==> config.mk <==
export PLATFORM = sky130hd
export DESIGN_NAME = conv_engine
export DESIGN_NICKNAME = d
export VERILOG_FILES = /design/src/source/conv_pkg.sv /design/src/source/window_if.sv /design/src/source/window_buffer.sv /design/src/source/pe_row.sv /design/src/source/psum_adder.sv /design/src/source/conv_engine.sv
export SDC_FILE = /design/constraint.sdc
export NUM_CORES = 2
export LEC_CHECK = 0
export BUFFER_PORTS_ARGS = -buffer_cell sky130_fd_sc_hd__buf_2
export CAP_MARGIN = 25
export CORE_MARGIN = 2
export CORE_UTILIZATION = 60
export CTS_CLUSTER_SIZE = 24
export DETAILED_ROUTE_END_ITERATION = 6
export HOLD_SLACK_MARGIN = 0.1
export MAX_ROUTING_LAYER = met4
export PLACE_DENSITY = 0.86
export SLEW_MARGIN = 20
export SYNTH_ARGS = -nofsm -noshare
export SYNTH_HDL_FRONTEND = slang
export SYNTH_HIERARCHICAL = 1
export SYNTH_SLANG_ARGS = --single-unit
==> constraint.sdc <==
create_clock -name clk -period 8.47 [get_ports clk]
set_input_delay 0.4235 -clock clk [delete_from_list [all_inputs] [get_ports clk]]
set_output_delay 0.4235 -clock clk [all_outputs]
set_load 0.01 [all_outputs]
==> src/source/conv_pkg.sv <==
package conv_pkg;

    // window is KERNEL x KERNEL, one pe_row per window row
    localparam int KERNEL = 3;

    // signed ifmap pixel
    typedef logic signed [7:0] pixel_t;

    // signed kernel weight
    typedef logic signed [7:0] weight_t;

    // dot product of one pe_row
    // worst case 3 * 128 * 128 still fits in 18 bits
    typedef logic signed [17:0] row_sum_t;

    // final ofmap value after the partial-sum adder
    typedef logic signed [19:0] ofmap_t;

    // one incoming column, row 0 in the low bits
    typedef pixel_t [KERNEL-1:0] column_t;

    // weights of one pe_row, window column 0 (oldest) in the low bits
    typedef weight_t [KERNEL-1:0] weight_row_t;

    // selects the pe_row that a weight load goes to
    typedef logic [1:0] row_index_t;

endpackage

==> src/source/window_if.sv <==
`timescale 1ns/100ps

interface window_if;

    // one window row per tap, oldest column in the low bits
    conv_pkg::pixel_t [conv_pkg::KERNEL-1:0] tap_row0;
    conv_pkg::pixel_t [conv_pkg::KERNEL-1:0] tap_row1;
    conv_pkg::pixel_t [conv_pkg::KERNEL-1:0] tap_row2;

    // one-cycle pulse, window holds a full set of columns
    logic window_valid;

    modport producer (
        output tap_row0,
        output tap_row1,
        output tap_row2,
        output window_valid
    );

    modport consumer (
        input tap_row0,
        input tap_row1,
        input tap_row2,
        input window_valid
    );

endinterface

==> src/source/window_buffer.sv <==
`timescale 1ns/100ps

module window_buffer #(
    parameter int NUM_ROWS = 3
) (
    input  logic              clk,
    input  logic              rst,
    input  logic              shift_en,
    input  logic              start_row,
    input  conv_pkg::column_t column_in,
    window_if.producer        win
);

    localparam int CNT_W = $clog2(conv_pkg::KERNEL + 1);

    // column shift register, index 0 is the oldest column
    conv_pkg::column_t [conv_pkg::KERNEL-1:0] cols;

    // window regrouped by row for the pe_row taps
    conv_pkg::pixel_t [NUM_ROWS-1:0][conv_pkg::KERNEL-1:0] rows;

    logic [CNT_W-1:0] fill_cnt;
    logic [CNT_W-1:0] fill_next;

    // newest column enters at the high end
    always_ff @(posedge clk) begin
        if (shift_en) begin
            cols <= {column_in, cols[conv_pkg::KERNEL-1:1]};
        end
    end

    // start_row restarts the band, a column in the same cycle counts as the first
    always_comb begin
        fill_next = fill_cnt;
        if (start_row) begin
            fill_next = shift_en ? CNT_W'(1) : '0;
        end else if (shift_en && (fill_cnt < CNT_W'(conv_pkg::KERNEL))) begin
            fill_next = fill_cnt + 1'b1;
        end
    end

    always_ff @(posedge clk or negedge rst) begin
        if (!rst) begin
            fill_cnt         <= '0;
            win.window_valid <= 1'b0;
        end else begin
            fill_cnt         <= fill_next;
            win.window_valid <= shift_en && (fill_next >= CNT_W'(conv_pkg::KERNEL));
        end
    end

    // transpose columns into rows
    always_comb begin
        for (int r = 0; r < NUM_ROWS; r++) begin
            for (int c = 0; c < conv_pkg::KERNEL; c++) begin
                rows[r][c] = cols[c][r];
            end
        end
    end

    assign win.tap_row0 = rows[0];
    assign win.tap_row1 = rows[1];
    assign win.tap_row2 = rows[2];

endmodule

==> src/source/pe_row.sv <==
`timescale 1ns/100ps

module pe_row #(
    parameter int ROW_INDEX = 0
) (
    input  logic                  clk,
    input  logic                  rst,
    input  logic                  weight_en,
    input  conv_pkg::row_index_t  weight_row,
    input  conv_pkg::weight_row_t weights_in,
    window_if.consumer            win,
    output conv_pkg::row_sum_t    row_sum,
    output logic                  sum_valid
);

    conv_pkg::weight_row_t weights;

    // this row's slice of the window
    conv_pkg::pixel_t [conv_pkg::KERNEL-1:0] tap;

    conv_pkg::row_sum_t dot;
    logic               load_hit;

    assign load_hit = weight_en && (weight_row == conv_pkg::row_index_t'(ROW_INDEX));

    // weights come up as zero after reset
    always_ff @(posedge clk or negedge rst) begin
        if (!rst) begin
            weights <= '0;
        end else if (load_hit) begin
            weights <= weights_in;
        end
    end

    always_comb begin
        case (ROW_INDEX)
            0:       tap = win.tap_row0;
            1:       tap = win.tap_row1;
            default: tap = win.tap_row2;
        endcase
    end

    // signed dot product, oldest column against weight column 0
    always_comb begin
        dot = '0;
        for (int c = 0; c < conv_pkg::KERNEL; c++) begin
            dot = dot + tap[c] * weights[c];
        end
    end

    always_ff @(posedge clk) begin
        if (win.window_valid) begin
            row_sum <= dot;
        end
    end

    always_ff @(posedge clk or negedge rst) begin
        if (!rst) begin
            sum_valid <= 1'b0;
        end else begin
            sum_valid <= win.window_valid;
        end
    end

endmodule

==> src/source/psum_adder.sv <==
`timescale 1ns/100ps

module psum_adder #(
    parameter int NUM_ROWS = 3
) (
    input  logic                               clk,
    input  logic                               rst,
    input  conv_pkg::row_sum_t [NUM_ROWS-1:0] row_sums,
    input  logic [NUM_ROWS-1:0]                sums_valid,
    output conv_pkg::ofmap_t                   ofmap_out,
    output logic                               ofmap_valid
);

    conv_pkg::ofmap_t total;
    logic             all_valid;

    // rows run in lockstep, so all valids rise together
    assign all_valid = &sums_valid;

    // sign-extend each row sum before adding
    always_comb begin
        total = '0;
        for (int r = 0; r < NUM_ROWS; r++) begin
            total = total + conv_pkg::ofmap_t'(row_sums[r]);
        end
    end

    // output holds its value between results
    always_ff @(posedge clk) begin
        if (all_valid) begin
            ofmap_out <= total;
        end
    end

    always_ff @(posedge clk or negedge rst) begin
        if (!rst) begin
            ofmap_valid <= 1'b0;
        end else begin
            ofmap_valid <= all_valid;
        end
    end

endmodule

==> src/source/conv_engine.sv <==
`timescale 1ns/100ps

module conv_engine (
    input  logic                  clk,
    input  logic                  rst,
    input  logic                  shift_en,
    input  logic                  start_row,
    input  logic                  weight_en,
    input  conv_pkg::column_t     column_in,
    input  conv_pkg::row_index_t  weight_row,
    input  conv_pkg::weight_row_t weights_in,
    output conv_pkg::ofmap_t      ofmap_out,
    output logic                  ofmap_valid
);

    // one pe_row per window row
    localparam int NUM_ROWS = conv_pkg::KERNEL;

    conv_pkg::row_sum_t [NUM_ROWS-1:0] row_sums;
    logic [NUM_ROWS-1:0]               sums_valid;

    window_if win ();

    window_buffer #(
        .NUM_ROWS (NUM_ROWS)
    ) u_window_buffer (
        .clk       (clk),
        .rst       (rst),
        .shift_en  (shift_en),
        .start_row (start_row),
        .column_in (column_in),
        .win       (win)
    );

    for (genvar r = 0; r < NUM_ROWS; r++) begin : g_pe_row
        pe_row #(
            .ROW_INDEX (r)
        ) u_pe_row (
            .clk        (clk),
            .rst        (rst),
            .weight_en  (weight_en),
            .weight_row (weight_row),
            .weights_in (weights_in),
            .win        (win),
            .row_sum    (row_sums[r]),
            .sum_valid  (sums_valid[r])
        );
    end

    psum_adder #(
        .NUM_ROWS (NUM_ROWS)
    ) u_psum_adder (
        .clk         (clk),
        .rst         (rst),
        .row_sums    (row_sums),
        .sums_valid  (sums_valid),
        .ofmap_out   (ofmap_out),
        .ofmap_valid (ofmap_valid)
    );

endmodule

==> flow_metrics.tcl <==
set metrics [dict create \
    slowest_stage "fa_1" \
    critPathMaxFanout 7 \
    status "completed" \
    drv_cap 0 \
    initial_core_util_pct 60.7 \
    drt_iter0_markers 1801 \
    htreeDepth 1 \
    slew_viol_final 0 \
    pre_cts_ws_ns -0.0856 \
    synth_ff_type "edfxtp_1" \
    cp_data_arrival_time_ns 8.73 \
    viasPerCell 5.57 \
    layout-drive-gt1-share_pct 12.2 \
    gp_congestion 0.982 \
    io_pins 76 \
    synthCells 3416 \
    clockBufferDepth 3 \
    clkLatencyLatePin_ns 0.61 \
    hp-class "in2reg" \
    synth_xor_area_share_pct 4.04 \
    slowest_delay_ns 0.54 \
    synth_top_family_by_area "adder cells" \
    grt_overflow 0 \
    finalCritPeriodShare_pct 98.9 \
    cts.clk_slew.worst_paths_ns 0.07 \
    finalSetupViolCount 0 \
    die-height_um 246 \
    synth_compound_area_share_pct 5.61 \
    whs_path_depth 2 \
    muxShareOfSynthArea_pct 2.30 \
    start_kind "register" \
    cp.required_ns 8.82 \
    num_rows 88 \
    final_nets 4637 \
    port_buffers 75 \
    core_area_sq_um 57700 \
    cts_sinks 225 \
    yosysUniqueCellTypes 76 \
    hold_ws_ns 0.128 \
    rr_worst_depth 32 \
    end_kind "register" \
    synth_warnings 6 \
    antenna_found_initial 6 \
    synth-simple-area-share_pct 12.2 \
    synth_edf_count 146 \
    worstMarginPinSlew_ns 0.889 \
    finalWorstSetupSlack_ns 0.0900 \
    area_growth_pct 11.5 \
    routed_wl_um 84700 \
    postRouteAntennaNets 0 \
    rsz0062_at_grt "yes" \
    crit_type "reg2reg" \
    relSlewSlack_pct 40.7 \
    hold_viol_final 0 \
    wire_per_inst_um 19.2 \
    final_core_util_pct 67.7 \
    grt_usage_pct 29.5 \
    ys_seq_area_share_pct 18.2 \
    die_x_um 246 \
    cts_root_buf "clkbuf_16" \
    critPathMostFrequentCell "fa_1" \
    finClkSkew_ns 0.0146 \
    cts_inserted_buffers 31 \
    grt_pass1_wl_um 135000 \
    synthAdderAreaFrac_pct 47.8 \
    post-route-drc-count 0 \
    syn_area_sq_um 35000 \
    async_reset_ff_share_pct 35.1 \
    grt_pass1_vias 26574 \
    synth_nets 4433 \
    drt_pass1_iterations 6 \
    syn_avg_cell_area_sq_um 10.2 \
    synth-seq-cells 225 \
    fin_crit_ns 8.38 \
    cts_tree "done" \
    vias 24565 \
    max_freq_mhz 119 \
    grt_start_max_net_pins 66 \
    dp_hpwl_um 66300 \
    dieArea_sq_um 60300 \
]
-- area by class of cell --
class / count / area (sq um)
diodes: 4 / 10.0
clock buffers: 33 / 803
clock inverters: 25 / 323
fillers: 4000 / 18600
inverters: 884 / 3320
multi-input cells: 2275 / 25800
flip-flops and latches: 225 / 6370
well taps: 765 / 957
repair buffers: 203 / 1430
-- flip-flops by register name (all words and copies together), names as in the netlist --
signal / flops
u_window_buffer/win.tap_row1: 24
u_window_buffer/win.tap_row2: 24
u_window_buffer/win.tap_row0: 24
u_window_buffer/win.window_valid: 1
u_psum_adder/ofmap_out: 20
u_psum_adder/ofmap_valid: 1
u_window_buffer/fill_cnt: 2
g_pe_row.u_pe_row/sum_valid: 3
g_pe_row.u_pe_row/row_sum: 54
g_pe_row.u_pe_row/weights: 72
-- logic make-up after synthesis --
kind of cell	after synthesis
compound gates	294
fa+ha+maj	962
xor+xnor	156
simple gates	791
buf+inv	916
mux	72
flops	225
-- cells in the final DEF, fill, tap and decap left out, types with 7 or more instances in the layout --
master	netlist	routed
a211oi_1	13	9
a21o_1	34	34
a21oi_1	79	72
a21oi_2	0	7
and2_1	328	318
and2_4	0	10
buf_2	1	73
buf_4	0	100
clkbuf_16	0	31
dfrtp_1	79	75
dlygate4sd3_1	0	26
edfxtp_1	146	146
fa_1	628	622
ha_1	334	302
ha_2	0	9
ha_4	0	23
inv_1	884	874
inv_2	0	10
mux2_2	69	69
nand2_1	209	207
nand2b_1	62	61
nand3_1	13	13
nand3b_1	11	11
nand4_1	9	9
nor2_1	63	62
nor2b_1	14	12
nor3_1	39	36
o21a_1	17	17
o21ai_0	61	45
o21ai_1	3	11
o21ai_2	2	9
o21bai_1	15	14
or3_1	9	8
xnor2_1	109	105
xor2_1	43	41
-- routing by layer --
metal	part of all wire [%]	GRT usage (%)	vias up
met5	0	-	-
met4	3.8	9.38	0
met3	7.1	4.22	232
met2	50	49.5	895
met1	39	37.2	12518
li1	-	-	10920
-- cells in the mapped netlist (34+ instances only) --
cell type	count	area [sq um]
and2_1	328	2050
nor2_1	63	236
mux2_2	69	777
fa_1	628	12600
nand2b_1	62	388
nand2_1	209	785
xor2_1	43	377
edfxtp_1	146	4380
xnor2_1	109	955
o21ai_0	61	305
nor3_1	39	195
a21oi_1	79	395
inv_1	884	3320
a21o_1	34	255
ha_1	334	4180
dfrtp_1	79	1980
-- timing repair --
item	in CTS	in global routing
setup endpoints to repair	5	19
pin swaps	6	76
buffers inserted	6	20
resized for setup	15	130
hold endpoints to repair	41	0
hold buffers	26	0
-- stage by stage --
step,cell area (sq um),setup TNS [ns],std cells
2_1_floorplan,35000,0,3416
3_3_place_gp,36800,0,4300
3_5_place_dp,36800,-0.160,4300
4_1_cts,38300,0,4390
5_1_grt,39100,-0.877,4413
6_report,39100,0,4414
-- final timing paths --
kind                                                              from                                            to  slack, ns
min in group asynchronous                                          rst   g_pe_row[2].u_pe_row/weights[6]$_DFFE_PN0P_       0.23
max in group asynchronous                                          rst   g_pe_row[1].u_pe_row/weights[5]$_DFFE_PN0P_       7.24
min                                                     weights_in[16]  g_pe_row[0].u_pe_row/weights[16]$_DFFE_PN0P_       0.13
max reg2reg                g_pe_row[0].u_pe_row/weights[4]$_DFFE_PN0P_    g_pe_row[0].u_pe_row/row_sum[15]$_DFFE_PP_       0.09
max                        g_pe_row[0].u_pe_row/weights[4]$_DFFE_PN0P_    g_pe_row[0].u_pe_row/row_sum[15]$_DFFE_PP_       0.09
min reg2reg                      u_window_buffer/fill_cnt[1]$_DFF_PN0_         u_window_buffer/fill_cnt[1]$_DFF_PN0_       0.56
-- worst max-delay path, delay by kind of cell, from the launching register on --
kind	cells	cell delay, ns
buf+inv	11	1.03
compound gates	7	1.08
simple gates	1	0.15
flops	1	0.39
fa+ha+maj	11	5.07
xor+xnor	2	0.42
Power is not shown: default switching activity piles up to over one toggle a cycle in this logic, so the estimate is an artifact.
